==> config.mk <==
export PLATFORM = sky130hd
export DESIGN_NAME = mbox_top
export DESIGN_NICKNAME = d
export VERILOG_FILES = /design/src/mbox_pkg.sv /design/src/boot_fsm.sv /design/src/digest_engine.sv /design/src/mbox_ctrl.sv /design/src/mbox_top.sv
export SDC_FILE = /design/constraint.sdc
export NUM_CORES = 1
export LEC_CHECK = 0
export CAP_MARGIN = 10
export CORE_MARGIN = 1.5
export CORE_UTILIZATION = 46
export CTS_CLUSTER_SIZE = 16
export DETAILED_ROUTE_END_ITERATION = 7
export DONT_BUFFER_PORTS = 1
export PLACE_DENSITY_LB_ADDON = 0.2
export REMOVE_ABC_BUFFERS = 1
export SKIP_CTS_REPAIR_TIMING = 1
export SLEW_MARGIN = 20
export SYNTH_ARGS = -nofsm -noshare
export SYNTH_HDL_FRONTEND = slang
export SYNTH_SLANG_ARGS = --single-unit
==> constraint.sdc <==
create_clock -name clk -period 3.46 [get_ports clk]
set_input_delay 0.173 -clock clk [delete_from_list [all_inputs] [get_ports clk]]
set_output_delay 0.173 -clock clk [all_outputs]
set_load 0.01 [all_outputs]
==> src/mbox_pkg.sv <==
// Shared sizes, SoC register map and boot state encoding for the mailbox controller and its testbench
`default_nettype none

package mbox_pkg;

    // Mailbox geometry
    localparam int mbox_depth  = 64;
    localparam int mbox_addr_w = 6;
    localparam int data_w      = 32;

    // SoC register port
    localparam int soc_addr_w = 8;

    // Mailbox words occupy 0x00 to 0x3F
    localparam logic [soc_addr_w-1:0] reg_mbox_base = 8'h00;
    localparam logic [soc_addr_w-1:0] reg_fuse_key  = 8'h40;
    localparam logic [soc_addr_w-1:0] reg_fuse_done = 8'h41;
    localparam logic [soc_addr_w-1:0] reg_dlen      = 8'h42;
    localparam logic [soc_addr_w-1:0] reg_execute   = 8'h43;
    localparam logic [soc_addr_w-1:0] reg_result    = 8'h44;
    localparam logic [soc_addr_w-1:0] reg_status    = 8'h45;

    // Bit positions in reg_status
    localparam int status_busy       = 0;
    localparam int status_data_avail = 1;
    localparam int status_err_nf     = 2;
    localparam int status_err_fatal  = 3;

    // Boot sequencer states
    typedef enum logic [1:0] {
        boot_fuses,
        boot_ready,
        boot_busy,
        boot_error
    } boot_state_t;

endpackage

`default_nettype wire

==> src/boot_fsm.sv <==
// Boot sequencer that takes the fuse key, gates mailbox execution and flags misuse of the flow
`timescale 1ns/1ps
`default_nettype none

module boot_fsm import mbox_pkg::*; (
    input  logic              clk,
    input  logic              rst,
    input  logic              fuse_key_we,
    input  logic              fuse_done_we,
    input  logic              execute_we,
    input  logic [data_w-1:0] wdata,
    input  logic [6:0]        dlen,
    input  logic              eng_done,
    output logic [data_w-1:0] fuse_key,
    output logic              exec_start,
    output boot_state_t       state,
    output logic              ready_for_fuses,
    output logic              ready_for_mb_processing,
    output logic              mailbox_data_avail,
    output logic              err_fatal_set,
    output logic              err_nf_set
);

    logic dlen_bad;
    logic exec_ok;

    assign dlen_bad = dlen > 7'(mbox_depth);
    assign exec_ok  = execute_we && (state == boot_ready) && !dlen_bad;

    always_ff @(posedge clk) begin
        if (rst) begin
            state <= boot_fuses;
        end else begin
            case (state)
                boot_fuses: begin
                    if (fuse_done_we) begin
                        state <= boot_ready;
                    end
                end
                boot_ready: begin
                    if (execute_we && dlen_bad) begin
                        state <= boot_error;
                    end else if (exec_ok) begin
                        state <= boot_busy;
                    end
                end
                boot_busy: begin
                    if (eng_done) begin
                        state <= boot_ready;
                    end
                end
                // Error is terminal until reset
                default: begin
                    state <= boot_error;
                end
            endcase
        end
    end

    // Key is only accepted while fuses are open
    always_ff @(posedge clk) begin
        if (fuse_key_we && (state == boot_fuses)) begin
            fuse_key <= wdata;
        end
    end

    always_ff @(posedge clk) begin
        if (rst) begin
            exec_start         <= 1'b0;
            mailbox_data_avail <= 1'b0;
        end else begin
            exec_start <= exec_ok;
            if (exec_ok) begin
                mailbox_data_avail <= 1'b0;
            end else if ((state == boot_busy) && eng_done) begin
                mailbox_data_avail <= 1'b1;
            end
        end
    end

    assign ready_for_fuses         = (state == boot_fuses);
    assign ready_for_mb_processing = (state == boot_ready) || (state == boot_busy);

    // Rule breaks, one pulse per offending write
    assign err_fatal_set = execute_we && (state == boot_ready) && dlen_bad;
    assign err_nf_set    = ((fuse_key_we || fuse_done_we) && (state != boot_fuses)) ||
                           (execute_we && ((state == boot_fuses) || (state == boot_busy)));

endmodule

`default_nettype wire

==> src/digest_engine.sv <==
// Digest engine that reads the mailbox in order and folds each word into a key-seeded accumulator
`timescale 1ns/1ps
`default_nettype none

module digest_engine import mbox_pkg::*; (
    input  logic                   clk,
    input  logic                   rst,
    input  logic                   exec_start,
    input  logic [data_w-1:0]      seed,
    input  logic [6:0]             dlen,
    input  logic                   rd_grant,
    input  logic [data_w-1:0]      rd_data,
    output logic                   rd_req,
    output logic [mbox_addr_w-1:0] rd_addr,
    output logic [data_w-1:0]      digest,
    output logic                   done
);

    logic              active;
    logic [6:0]        len;
    logic [6:0]        issue_cnt;
    logic [6:0]        fold_cnt;
    logic              rd_fire;
    logic              rd_vld;
    logic [data_w-1:0] acc;

    // One read per cycle until every word has been requested
    assign rd_req  = active && (issue_cnt < len);
    assign rd_fire = rd_req && rd_grant;
    assign rd_addr = issue_cnt[mbox_addr_w-1:0];
    assign digest  = acc;

    always_ff @(posedge clk) begin
        if (rst) begin
            active    <= 1'b0;
            issue_cnt <= '0;
            fold_cnt  <= '0;
            rd_vld    <= 1'b0;
            done      <= 1'b0;
        end else begin
            done   <= 1'b0;
            rd_vld <= rd_fire;
            if (exec_start) begin
                active    <= 1'b1;
                issue_cnt <= '0;
                fold_cnt  <= '0;
            end else if (active) begin
                if (rd_fire) begin
                    issue_cnt <= issue_cnt + 7'd1;
                end
                if (rd_vld) begin
                    fold_cnt <= fold_cnt + 7'd1;
                end
                // All words folded, a zero length finishes at once
                if (fold_cnt == len) begin
                    active <= 1'b0;
                    done   <= 1'b1;
                end
            end
        end
    end

    // Read data arrives in issue order, one cycle after the grant
    always_ff @(posedge clk) begin
        if (exec_start) begin
            acc <= seed;
            len <= dlen;
        end else if (rd_vld) begin
            acc <= {acc[data_w-2:0], acc[data_w-1]} ^ rd_data;
        end
    end

endmodule

`default_nettype wire

==> src/mbox_ctrl.sv <==
// SoC register decode, mailbox SRAM sharing between SoC and digest engine, and sticky error flags
`timescale 1ns/1ps
`default_nettype none

module mbox_ctrl import mbox_pkg::*; (
    input  logic                   clk,
    input  logic                   rst,
    // SoC port
    input  logic                   soc_req,
    input  logic                   soc_we,
    input  logic [soc_addr_w-1:0]  soc_addr,
    input  logic [data_w-1:0]      soc_wdata,
    output logic                   soc_rvalid,
    output logic [data_w-1:0]      soc_rdata,
    // Sequencer and engine status
    input  boot_state_t            state,
    input  logic [data_w-1:0]      digest,
    input  logic                   mailbox_data_avail,
    input  logic                   err_fatal_set,
    input  logic                   err_nf_set,
    // Engine read port
    input  logic                   eng_rd_req,
    input  logic [mbox_addr_w-1:0] eng_rd_addr,
    output logic                   eng_rd_grant,
    output logic [data_w-1:0]      eng_rd_data,
    // Register strobes towards the sequencer
    output logic                   fuse_key_we,
    output logic                   fuse_done_we,
    output logic                   execute_we,
    output logic [data_w-1:0]      wdata,
    output logic [6:0]             dlen,
    // Exported mailbox SRAM
    output logic                   mbox_sram_cs,
    output logic                   mbox_sram_we,
    output logic [mbox_addr_w-1:0] mbox_sram_addr,
    output logic [data_w-1:0]      mbox_sram_wdata,
    input  logic [data_w-1:0]      mbox_sram_rdata,
    output logic                   cptra_error_fatal,
    output logic                   cptra_error_non_fatal
);

    logic              busy;
    logic              is_mbox;
    logic              soc_mbox_rd;
    logic              soc_mbox_wr;
    logic              soc_wr_drop;
    logic              soc_sram_sel;
    logic [data_w-1:0] status_word;
    logic [data_w-1:0] reg_rdata;
    logic              rd_p1;
    logic              mbox_rd_p1;
    logic [data_w-1:0] reg_rdata_p1;

    assign busy    = (state == boot_busy);
    assign is_mbox = (soc_addr[soc_addr_w-1:mbox_addr_w] ==
                      reg_mbox_base[soc_addr_w-1:mbox_addr_w]);

    // Mailbox writes are lost while the engine owns the contents
    assign soc_mbox_rd  = soc_req && !soc_we && is_mbox;
    assign soc_mbox_wr  = soc_req && soc_we && is_mbox && !busy;
    assign soc_wr_drop  = soc_req && soc_we && is_mbox && busy;
    assign soc_sram_sel = soc_mbox_rd || soc_mbox_wr;

    // SoC wins the SRAM, engine retries next cycle
    assign eng_rd_grant    = eng_rd_req && !soc_sram_sel;
    assign eng_rd_data     = mbox_sram_rdata;
    assign mbox_sram_cs    = soc_sram_sel || eng_rd_grant;
    assign mbox_sram_we    = soc_mbox_wr;
    assign mbox_sram_addr  = soc_sram_sel ? soc_addr[mbox_addr_w-1:0] : eng_rd_addr;
    assign mbox_sram_wdata = soc_wdata;

    assign fuse_key_we  = soc_req && soc_we && (soc_addr == reg_fuse_key);
    assign fuse_done_we = soc_req && soc_we && (soc_addr == reg_fuse_done);
    assign execute_we   = soc_req && soc_we && (soc_addr == reg_execute);
    assign wdata        = soc_wdata;

    always_ff @(posedge clk) begin
        if (rst) begin
            dlen <= '0;
        end else if (soc_req && soc_we && (soc_addr == reg_dlen)) begin
            dlen <= soc_wdata[6:0];
        end
    end

    always_comb begin
        status_word                    = '0;
        status_word[status_busy]       = busy;
        status_word[status_data_avail] = mailbox_data_avail;
        status_word[status_err_nf]     = cptra_error_non_fatal;
        status_word[status_err_fatal]  = cptra_error_fatal;
    end

    // Key and execute read as zero
    always_comb begin
        case (soc_addr)
            reg_fuse_done: reg_rdata = {{(data_w-1){1'b0}}, state != boot_fuses};
            reg_dlen:      reg_rdata = {{(data_w-7){1'b0}}, dlen};
            reg_result:    reg_rdata = digest;
            reg_status:    reg_rdata = status_word;
            default:       reg_rdata = '0;
        endcase
    end

    // Two-stage read return, matches the SRAM latency plus one output register
    always_ff @(posedge clk) begin
        if (rst) begin
            rd_p1      <= 1'b0;
            soc_rvalid <= 1'b0;
        end else begin
            rd_p1      <= soc_req && !soc_we;
            soc_rvalid <= rd_p1;
        end
    end

    always_ff @(posedge clk) begin
        mbox_rd_p1   <= soc_mbox_rd;
        reg_rdata_p1 <= reg_rdata;
        soc_rdata    <= mbox_rd_p1 ? mbox_sram_rdata : reg_rdata_p1;
    end

    // Sticky until reset
    always_ff @(posedge clk) begin
        if (rst) begin
            cptra_error_fatal     <= 1'b0;
            cptra_error_non_fatal <= 1'b0;
        end else begin
            cptra_error_fatal     <= cptra_error_fatal || err_fatal_set;
            cptra_error_non_fatal <= cptra_error_non_fatal || err_nf_set || soc_wr_drop;
        end
    end

endmodule

`default_nettype wire

==> src/mbox_top.sv <==
// Mailbox controller top level wiring sequencer, SoC decode and digest engine, with the SRAM exported
`timescale 1ns/1ps
`default_nettype none

module mbox_top import mbox_pkg::*; (
    input  logic                   clk,
    input  logic                   rst,
    input  logic                   soc_req,
    input  logic                   soc_we,
    input  logic [soc_addr_w-1:0]  soc_addr,
    input  logic [data_w-1:0]      soc_wdata,
    output logic                   soc_rvalid,
    output logic [data_w-1:0]      soc_rdata,
    output logic                   mbox_sram_cs,
    output logic                   mbox_sram_we,
    output logic [mbox_addr_w-1:0] mbox_sram_addr,
    output logic [data_w-1:0]      mbox_sram_wdata,
    input  logic [data_w-1:0]      mbox_sram_rdata,
    output logic                   ready_for_fuses,
    output logic                   ready_for_mb_processing,
    output logic                   mailbox_data_avail,
    output logic                   cptra_error_fatal,
    output logic                   cptra_error_non_fatal
);

    logic                   fuse_key_we;
    logic                   fuse_done_we;
    logic                   execute_we;
    logic [data_w-1:0]      wdata;
    logic [6:0]             dlen;
    logic [data_w-1:0]      fuse_key;
    logic                   exec_start;
    boot_state_t            state;
    logic                   err_fatal_set;
    logic                   err_nf_set;
    logic                   eng_rd_req;
    logic [mbox_addr_w-1:0] eng_rd_addr;
    logic                   eng_rd_grant;
    logic [data_w-1:0]      eng_rd_data;
    logic [data_w-1:0]      digest;
    logic                   eng_done;

    boot_fsm boot_fsm_i (
        .clk                     (clk),
        .rst                     (rst),
        .fuse_key_we             (fuse_key_we),
        .fuse_done_we            (fuse_done_we),
        .execute_we              (execute_we),
        .wdata                   (wdata),
        .dlen                    (dlen),
        .eng_done                (eng_done),
        .fuse_key                (fuse_key),
        .exec_start              (exec_start),
        .state                   (state),
        .ready_for_fuses         (ready_for_fuses),
        .ready_for_mb_processing (ready_for_mb_processing),
        .mailbox_data_avail      (mailbox_data_avail),
        .err_fatal_set           (err_fatal_set),
        .err_nf_set              (err_nf_set)
    );

    mbox_ctrl mbox_ctrl_i (
        .clk                   (clk),
        .rst                   (rst),
        .soc_req               (soc_req),
        .soc_we                (soc_we),
        .soc_addr              (soc_addr),
        .soc_wdata             (soc_wdata),
        .soc_rvalid            (soc_rvalid),
        .soc_rdata             (soc_rdata),
        .state                 (state),
        .digest                (digest),
        .mailbox_data_avail    (mailbox_data_avail),
        .err_fatal_set         (err_fatal_set),
        .err_nf_set            (err_nf_set),
        .eng_rd_req            (eng_rd_req),
        .eng_rd_addr           (eng_rd_addr),
        .eng_rd_grant          (eng_rd_grant),
        .eng_rd_data           (eng_rd_data),
        .fuse_key_we           (fuse_key_we),
        .fuse_done_we          (fuse_done_we),
        .execute_we            (execute_we),
        .wdata                 (wdata),
        .dlen                  (dlen),
        .mbox_sram_cs          (mbox_sram_cs),
        .mbox_sram_we          (mbox_sram_we),
        .mbox_sram_addr        (mbox_sram_addr),
        .mbox_sram_wdata       (mbox_sram_wdata),
        .mbox_sram_rdata       (mbox_sram_rdata),
        .cptra_error_fatal     (cptra_error_fatal),
        .cptra_error_non_fatal (cptra_error_non_fatal)
    );

    // Digest is seeded with the obfuscation key
    digest_engine digest_engine_i (
        .clk        (clk),
        .rst        (rst),
        .exec_start (exec_start),
        .seed       (fuse_key),
        .dlen       (dlen),
        .rd_grant   (eng_rd_grant),
        .rd_data    (eng_rd_data),
        .rd_req     (eng_rd_req),
        .rd_addr    (eng_rd_addr),
        .digest     (digest),
        .done       (eng_done)
    );

endmodule

`default_nettype wire

==> flow_results.xml, run 1 <==
<?xml version="1.0" encoding="UTF-8"?>
<metrics>
  <group name="outcome">
    <metric name="status" unit="">finished clean</metric>
  </group>
  <group name="cts">
    <metric name="numCtsBuffers" unit="">17</metric>
    <metric name="clkLatencyLatePin" unit="ns">0.42</metric>
    <metric name="cts.root.buffer_cell" unit="">sky130_fd_sc_hd__clkbuf_16</metric>
    <metric name="cts.htree.levels" unit="">4</metric>
    <metric name="cts-root-to-sink-buffers" unit="">2</metric>
    <metric name="cts_tree" unit="">yes</metric>
    <metric name="cts_num_sinks" unit="">168</metric>
    <metric name="cts.clk_slew.worst_paths" unit="ns">0.07</metric>
  </group>
  <group name="grt">
    <metric name="first_global_vias" unit="">3892</metric>
    <metric name="grt.total_usage" unit="%">17.7</metric>
    <metric name="grt_max_degree" unit="">74</metric>
    <metric name="global_route.overflow_total" unit="">0</metric>
    <metric name="antenna_violations_before_repair" unit="">0</metric>
    <metric name="global_route_wire_length_before_repair" unit="microns">20200</metric>
  </group>
  <group name="synthesis">
    <metric name="synth.lib_cells_used.distinct" unit="">52</metric>
    <metric name="synthesis.instances" unit="">568</metric>
    <metric name="synth_edf_count" unit="">71</metric>
    <metric name="asyncSetResetFlopFracSynth" unit="%">0</metric>
    <metric name="post_synthesis_instance_area" unit="sq um">6740</metric>
    <metric name="synthesis_warning_total" unit="">0</metric>
    <metric name="syn-mean-instance-area" unit="sq um">11.9</metric>
    <metric name="ys_seq_area_share" unit="%">60.5</metric>
    <metric name="synth.ff_latch_count" unit="">168</metric>
    <metric name="ys_dominant_reg_cell" unit="">sky130_fd_sc_hd__dfxtp_1</metric>
  </group>
  <group name="drt">
    <metric name="route.antenna.remaining_nets" unit="">0</metric>
    <metric name="drt_wl_cell" unit="microns">17.1</metric>
    <metric name="routed_via_density" unit="">5.18</metric>
    <metric name="wl" unit="microns">13700</metric>
    <metric name="drcViolationCount" unit="">0</metric>
    <metric name="drt_first_pass_iters" unit="">5</metric>
    <metric name="dr_total_vias" unit="">4151</metric>
    <metric name="iteration_0_drc_count_of_the_detailed_router" unit="">246</metric>
  </group>
  <group name="sta">
    <metric name="timing.max_slew.rel_slack" unit="%">32.1</metric>
    <metric name="hold_viol" unit="">0</metric>
    <metric name="setup_viol_count_final" unit="">0</metric>
    <metric name="worst_pin_slew" unit="ns">1.02</metric>
    <metric name="timing.final.max_slew_violations" unit="">0</metric>
    <metric name="period_needed" unit="ns">2.47</metric>
    <metric name="grt_setup_unrepaired" unit="">false</metric>
    <metric name="setup_tns" unit="ns">0</metric>
    <metric name="fin_skew" unit="ns">0.00651</metric>
    <metric name="fmax" unit="MHz">405</metric>
    <metric name="fin_crit_sh" unit="%">71.3</metric>
    <metric name="hold-worst-slack" unit="ns">0.0202</metric>
  </group>
  <group name="pwr">
    <metric name="cellLeakagePower" unit="nW">2.88</metric>
    <metric name="fin_total_pwr" unit="mW">4.08</metric>
    <metric name="power.ir.vdd_worst" unit="V">0.000372</metric>
    <metric name="power_density" unit="nW/um^2">516</metric>
  </group>
  <group name="floorplan">
    <metric name="chipHeight" unit="microns">124</metric>
    <metric name="die_area" unit="sq um">15400</metric>
    <metric name="ios" unit="">154</metric>
    <metric name="rows" unit="">44</metric>
    <metric name="die-width" unit="microns">124</metric>
    <metric name="initial_utilization" unit="%">46.7</metric>
    <metric name="design.core.area" unit="sq um">14400</metric>
  </group>
  <group name="final_layout">
    <metric name="layout.filler_cells" unit="">1239</metric>
    <metric name="final-seq-area" unit="sq um">4080</metric>
    <metric name="area_growth" unit="%">17.4</metric>
    <metric name="layout_common_cells" unit="">95 x sky130_fd_sc_hd__dfxtp_1, 71 x sky130_fd_sc_hd__edfxtp_1, 70 x sky130_fd_sc_hd__dlygate4sd3_1, 61 x sky130_fd_sc_hd__nand2_1, 42 x sky130_fd_sc_hd__o21ai_0</metric>
    <metric name="insertedDiodeCount" unit="">0</metric>
    <metric name="final_nets" unit="">692</metric>
    <metric name="drive_gt1_share" unit="%">13.1</metric>
    <metric name="final_core_utilization" unit="%">54.9</metric>
    <metric name="area_used_by_multi_input_combinational_logic" unit="sq um">2290</metric>
    <metric name="final_common_cell" unit="">sky130_fd_sc_hd__dfxtp_1</metric>
  </group>
  <group name="worst_setup_path">
    <metric name="cp-end-kind" unit="">primary output</metric>
    <metric name="category_of_the_critical_setup_timing_path" unit="">register to primary output</metric>
    <metric name="crit_arrival" unit="ns">2.30</metric>
    <metric name="worst-path-max-fanout" unit="">16</metric>
    <metric name="worst_ep_required_time" unit="ns">3.29</metric>
    <metric name="cp-start-kind" unit="">register</metric>
  </group>
  <group name="placement">
    <metric name="gp_congestion" unit="">0.824</metric>
    <metric name="port_buffers" unit="">0</metric>
    <metric name="dpl.hpwl" unit="microns">8520</metric>
  </group>
  <group name="job">
    <metric name="timing.max_cap.violations" unit="">0</metric>
  </group>
  <group name="worst_hold_path">
    <metric name="min-delay-path-class" unit="">input port to register</metric>
  </group>
</metrics>
==> per-layer routing <==
layer  share of wire (%)  track usage (%)
met3                 6.2             5.91
met2                  48             28.1
met5                   0                0
met4                 1.7             7.67
met1                  44             21.9
==> cell type report <==
cell class                 instances  area share (%)
timing repair buffer              71            8.95
inverter                          11           0.522
tap                              184            2.91
clock buffer                      17            5.38
sequential                       168            51.5
clock inverter                    15            1.76
multi-input combinational        335            29.0
==> kinds of logic after synthesis <==
family	after synthesis	share of synthesized area [%]
fa+ha+maj	12	2.23
simple gates	162	12.6
compound gates	72	6.20
mux	44	7.13
flops	168	60.5
xor+xnor	45	5.85
buf+inv	65	5.53
==> registers in the layout, indices dropped and copies added (netlist names), 2 cells and up <==
register	count
boot_fsm_i.state	2
digest_engine_i.issue_cnt	7
mbox_ctrl_i.dlen	7
digest_engine_i.fold_cnt	7
digest_engine_i.digest	32
digest_engine_i.len	7
mbox_ctrl_i.soc_rdata	32
mbox_ctrl_i.reg_rdata_p1	32
boot_fsm_i.fuse_key	32
==> critical path, cell delays in order (launching register included) <==
cell                       delay, ns
sky130_fd_sc_hd__edfxtp_1       0.36
sky130_fd_sc_hd__inv_1          0.05
sky130_fd_sc_hd__ha_1           0.28
sky130_fd_sc_hd__a21o_1         0.11
sky130_fd_sc_hd__a31oi_1        0.04
sky130_fd_sc_hd__o221ai_1       0.79
sky130_fd_sc_hd__nand2_1        0.24
==> path summary, 6_finish.rpt <==
path	slack [ns]	depth (start not counted)	startpoint	end
worst max-delay path	0.99	6	digest_engine_i.len[2]$_DFFE_PP_	mbox_sram_cs
worst min-delay path	0.02	2	soc_addr[0]	mbox_ctrl_i.reg_rdata_p1[1]$_DFF_P_
worst max register to register	1.17	7	digest_engine_i.len[2]$_DFFE_PP_	digest_engine_i.issue_cnt[1]$_SDFFE_PP0P_
worst min register to register	0.45	1	mbox_ctrl_i.reg_rdata_p1[24]$_DFF_P_	mbox_ctrl_i.soc_rdata[24]$_DFF_P_
==> through the flow <==
step                      cells  worst slack (ns)  area (sq um)
after global placement      699              1.27          6650
after CTS                   731             0.985          7210
after global routing        801             0.833          7910
after detailed placement    699              1.19          6650
after floorplan             514              1.11          6410
final                       801             0.991          7910
==> power breakdown <==
| part | total, mW | internal (mW) | switching [mW] | leakage [nW] |
|---|---|---|---|---|
| combinational | 0.200 | 0.111 | 0.0885 | 1.20 |
| clock | 1.79 | 0.951 | 0.841 | 0.275 |
| sequential | 2.09 | 2.07 | 0.0172 | 1.41 |
| total | 4.08 | 3.14 | 0.947 | 2.88 |
==> synthesized netlist by cell type (all sizes together) (4+ instances only) <==
master	count	area, sq um
a211oi	4	35.0
a21oi	14	70.1
and2	27	169
and3	6	43.8
buf	38	272
clkbuf	16	60.1
dfxtp	97	1940
edfxtp	71	2130
ha	12	150
inv	11	41.3
mux2	32	360
mux2i	12	120
nand2	61	229
nand3	8	45.0
nand4	4	25.0
nor2	23	86.3
nor3	5	41.3
o21ai	42	210
or3	5	31.3
xnor2	38	333
xor2	7	61.3
No activity file was read; power rests on OpenSTA's default activity.
==> run 2: changes to the inputs <==
- ABC_AREA: default -> 1
- clock period: 3.46 -> 2.26 ns (I/O delays scaled with it)
==> flow_results.xml, run 2 <==
<?xml version="1.0" encoding="UTF-8"?>
<metrics>
  <group name="drt">
    <metric name="routed_via_density" unit="">4.93</metric>
    <metric name="wl" unit="microns">14400</metric>
    <metric name="route.antenna.remaining_nets" unit="">0</metric>
    <metric name="drt_first_pass_iters" unit="">4</metric>
    <metric name="iteration_0_drc_count_of_the_detailed_router" unit="">258</metric>
    <metric name="dr_total_vias" unit="">4455</metric>
    <metric name="drt_wl_cell" unit="microns">15.9</metric>
    <metric name="drcViolationCount" unit="">0</metric>
  </group>
  <group name="placement">
    <metric name="dpl.hpwl" unit="microns">9040</metric>
    <metric name="gp_congestion" unit="">0.827</metric>
    <metric name="port_buffers" unit="">0</metric>
    <metric name="post_dp_cell_area" unit="sq um">6960</metric>
    <metric name="place.detailed.instances" unit="">801</metric>
  </group>
  <group name="synthesis">
    <metric name="ys_seq_area_share" unit="%">58.2</metric>
    <metric name="synth_top_cell_area_share" unit="%">30.4</metric>
    <metric name="ys_top_cells_by_area" unit="">sky130_fd_sc_hd__edfxtp_1 30%, sky130_fd_sc_hd__dfxtp_1 28%, sky130_fd_sc_hd__nand2_1 5.8%, sky130_fd_sc_hd__mux2_2 5.0%, sky130_fd_sc_hd__xnor2_1 4.5%</metric>
    <metric name="synth_most_common_cell" unit="">sky130_fd_sc_hd__nand2_1</metric>
    <metric name="synthesis_warning_total" unit="">0</metric>
    <metric name="synth_top_cells_by_count" unit="">108 x sky130_fd_sc_hd__nand2_1, 97 x sky130_fd_sc_hd__dfxtp_1, 71 x sky130_fd_sc_hd__edfxtp_1</metric>
    <metric name="post_synthesis_instance_area" unit="sq um">7000</metric>
    <metric name="synth.ff_latch_count" unit="">168</metric>
    <metric name="ys_dominant_reg_cell" unit="">sky130_fd_sc_hd__dfxtp_1</metric>
    <metric name="asyncSetResetFlopFracSynth" unit="%">0</metric>
    <metric name="synth.lib_cells_used.distinct" unit="">35</metric>
    <metric name="synthesis.instances" unit="">661</metric>
    <metric name="synth_edf_count" unit="">71</metric>
    <metric name="syn-mean-instance-area" unit="sq um">10.6</metric>
    <metric name="post_synth_top_area_cell" unit="">sky130_fd_sc_hd__edfxtp_1</metric>
  </group>
  <group name="worst_setup_path">
    <metric name="category_of_the_critical_setup_timing_path" unit="">input port to primary output</metric>
    <metric name="crit_arrival" unit="ns">1.91</metric>
    <metric name="regToRegSetupSlack" unit="ns">0.58</metric>
    <metric name="cp-start-kind" unit="">input port</metric>
    <metric name="reg2reg_to" unit="">boot_fsm_i.fuse_key[24]$_DFFE_PP_</metric>
    <metric name="reg2reg_depth" unit="">5</metric>
    <metric name="worst_ep_required_time" unit="ns">2.15</metric>
    <metric name="rr_startpoint" unit="">boot_fsm_i.state[0]$_SDFFE_PP0P_</metric>
    <metric name="worst-path-max-fanout" unit="">15</metric>
    <metric name="cp-end-kind" unit="">primary output</metric>
    <metric name="cp-startpoint" unit="">soc_we</metric>
  </group>
  <group name="floorplan">
    <metric name="rows" unit="">44</metric>
    <metric name="chipHeight" unit="microns">126</metric>
    <metric name="initial_utilization" unit="%">47.6</metric>
    <metric name="die-width" unit="microns">126</metric>
    <metric name="die_area" unit="sq um">16000</metric>
    <metric name="design.core.area" unit="sq um">14700</metric>
    <metric name="ios" unit="">154</metric>
  </group>
  <group name="pwr">
    <metric name="power_density" unit="nW/um^2">773</metric>
    <metric name="cellLeakagePower" unit="nW">3.16</metric>
    <metric name="fin_total_pwr" unit="mW">6.32</metric>
    <metric name="power.ir.vdd_worst" unit="V">0.000547</metric>
  </group>
  <group name="final_layout">
    <metric name="layout_common_cells" unit="">108 x sky130_fd_sc_hd__nand2_1, 95 x sky130_fd_sc_hd__dfxtp_1, 71 x sky130_fd_sc_hd__edfxtp_1, 70 x sky130_fd_sc_hd__dlygate4sd3_1, 69 x sky130_fd_sc_hd__inv_1</metric>
    <metric name="final_common_cell" unit="">sky130_fd_sc_hd__nand2_1</metric>
    <metric name="layout.filler_cells" unit="">1258</metric>
    <metric name="instances_no_fill" unit="">903</metric>
    <metric name="insertedDiodeCount" unit="">0</metric>
    <metric name="drive_gt1_share" unit="%">14.5</metric>
    <metric name="final_nets" unit="">794</metric>
    <metric name="postLayoutCellArea" unit="sq um">8180</metric>
    <metric name="area_growth" unit="%">16.8</metric>
  </group>
  <group name="sta">
    <metric name="grt_setup_unrepaired" unit="">false</metric>
    <metric name="period_needed" unit="ns">2.02</metric>
    <metric name="fin_crit_sh" unit="%">89.3</metric>
    <metric name="hold_viol" unit="">11</metric>
    <metric name="timing.final.max_slew_violations" unit="">0</metric>
    <metric name="setup_tns" unit="ns">0</metric>
    <metric name="timing.max_slew.rel_slack" unit="%">55.3</metric>
    <metric name="fmax" unit="MHz">495</metric>
    <metric name="fin_skew" unit="ns">0.0105</metric>
    <metric name="setup_viol_count_final" unit="">0</metric>
    <metric name="hold-worst-slack" unit="ns">-0.0422</metric>
    <metric name="worst_pin_slew" unit="ns">0.670</metric>
  </group>
  <group name="grt">
    <metric name="global_route_wire_length_before_repair" unit="microns">22000</metric>
    <metric name="first_global_vias" unit="">4192</metric>
    <metric name="grt_max_degree" unit="">72</metric>
    <metric name="global_route.overflow_total" unit="">0</metric>
    <metric name="grt.total_usage" unit="%">17.8</metric>
    <metric name="antenna_violations_before_repair" unit="">0</metric>
  </group>
  <group name="worst_hold_path">
    <metric name="holdCritStartpoint" unit="">mbox_sram_rdata[18]</metric>
    <metric name="min-delay-path-class" unit="">input port to register</metric>
    <metric name="timing.hold.worst_endpoint" unit="">digest_engine_i.digest[18]$_DFFE_PP_</metric>
    <metric name="worstHoldPathCells" unit="">2</metric>
  </group>
  <group name="cts">
    <metric name="cts_num_sinks" unit="">168</metric>
    <metric name="cts.htree.levels" unit="">4</metric>
    <metric name="cts.clk_slew.worst_paths" unit="ns">0.07</metric>
    <metric name="cts-root-to-sink-buffers" unit="">2</metric>
    <metric name="clkLatencyLatePin" unit="ns">0.43</metric>
    <metric name="numCtsBuffers" unit="">17</metric>
    <metric name="cts_tree" unit="">yes</metric>
    <metric name="cts.root.buffer_cell" unit="">sky130_fd_sc_hd__clkbuf_16</metric>
  </group>
  <group name="job">
    <metric name="timing.max_cap.violations" unit="">0</metric>
  </group>
  <group name="outcome">
    <metric name="violations" unit="">hold timing</metric>
    <metric name="status" unit="">complete, but fails checks</metric>
  </group>
</metrics>
[run 2: cell count changes after synthesis, moves of 10 or more]
cell / change
sky130_fd_sc_hd__inv_1: +58
sky130_fd_sc_hd__nand2_1: +47
sky130_fd_sc_hd__and2_1: -27
sky130_fd_sc_hd__nor2_1: +23
sky130_fd_sc_hd__mux2i_1: -12
sky130_fd_sc_hd__nor2_4: +11
sky130_fd_sc_hd__clkbuf_1: -10
[run 2: area by class of cell]
| class | instances | area (sq um) | share of cell area [%] |
|---|---|---|---|
| Timing Repair Buffer | 74 | 756 | 9.24 |
| Tap cell | 184 | 230 | 2.81 |
| Multi-Input combinational cell | 368 | 2300 | 28.1 |
| Inverter | 77 | 294 | 3.59 |
| Clock inverter | 12 | 88.8 | 1.09 |
| Sequential cell | 168 | 4080 | 49.8 |
| Clock buffer | 20 | 437 | 5.34 |
[run 2: layer usage]
metal	wire (microns)	up-vias	share of wire, %	GRT usage [%]
met5	0	-	0	0
met4	168	0	1.2	6.09
met3	579	16	4.0	5.82
met2	7130	101	50	29.0
met1	6510	2129	45	22.5
li1	-	2209	-	-
[run 2: worst max path at each step]
stage	slack [ns]	cells after the start	endpoint
floorplan	-1.18	4	boot_fsm_i.fuse_key[0]$_DFFE_PP_
global placement	0.62	5	boot_fsm_i.fuse_key[19]$_DFFE_PP_
detailed placement	0.60	5	boot_fsm_i.fuse_key[14]$_DFFE_PP_
CTS	0.25	7	mbox_sram_addr[0]
global route	0.12	7	mbox_sram_addr[3]
finish	0.24	7	mbox_sram_addr[0]
[run 2: report_power, final]
part	internal (mW)	switching, mW	total, mW
sequential	3.19	0.0295	3.21
clock	1.42	1.23	2.65
combinational	0.210	0.242	0.452
[run 2: critical path, stage by stage]
cell	delay, ns
sky130_fd_sc_hd__dlygate4sd3_1	0.55
sky130_fd_sc_hd__inv_1	0.08
sky130_fd_sc_hd__nand3_1	0.07
sky130_fd_sc_hd__dlygate4sd3_1	0.58
sky130_fd_sc_hd__inv_2	0.11
sky130_fd_sc_hd__nor2_8	0.08
sky130_fd_sc_hd__o21ai_0	0.33
[run 2: per-stage QoR]
step | utilization [%] | worst slack (ns)
final | 55.7 | 0.242
after global routing | 55.7 | 0.119
after CTS | 50.9 | 0.251
after detailed placement | 47.3 | 0.598
after global placement | 47.3 | 0.624
after floorplan | - | -1.18
[run 2: cells by family (layout without fill, tap and decap cells)]
family,after synthesis,in the layout,share of synthesized area [%]
buffers and inverters,125,183,9.06
multiplexers,32,32,5.15
XOR/XNOR,42,42,5.25
AO/OA/AOI/OAI,79,79,5.86
AND/OR/NAND/NOR,203,203,14.4
flip-flops,168,168,58.2
adder cells (fa/ha/maj),12,12,2.14
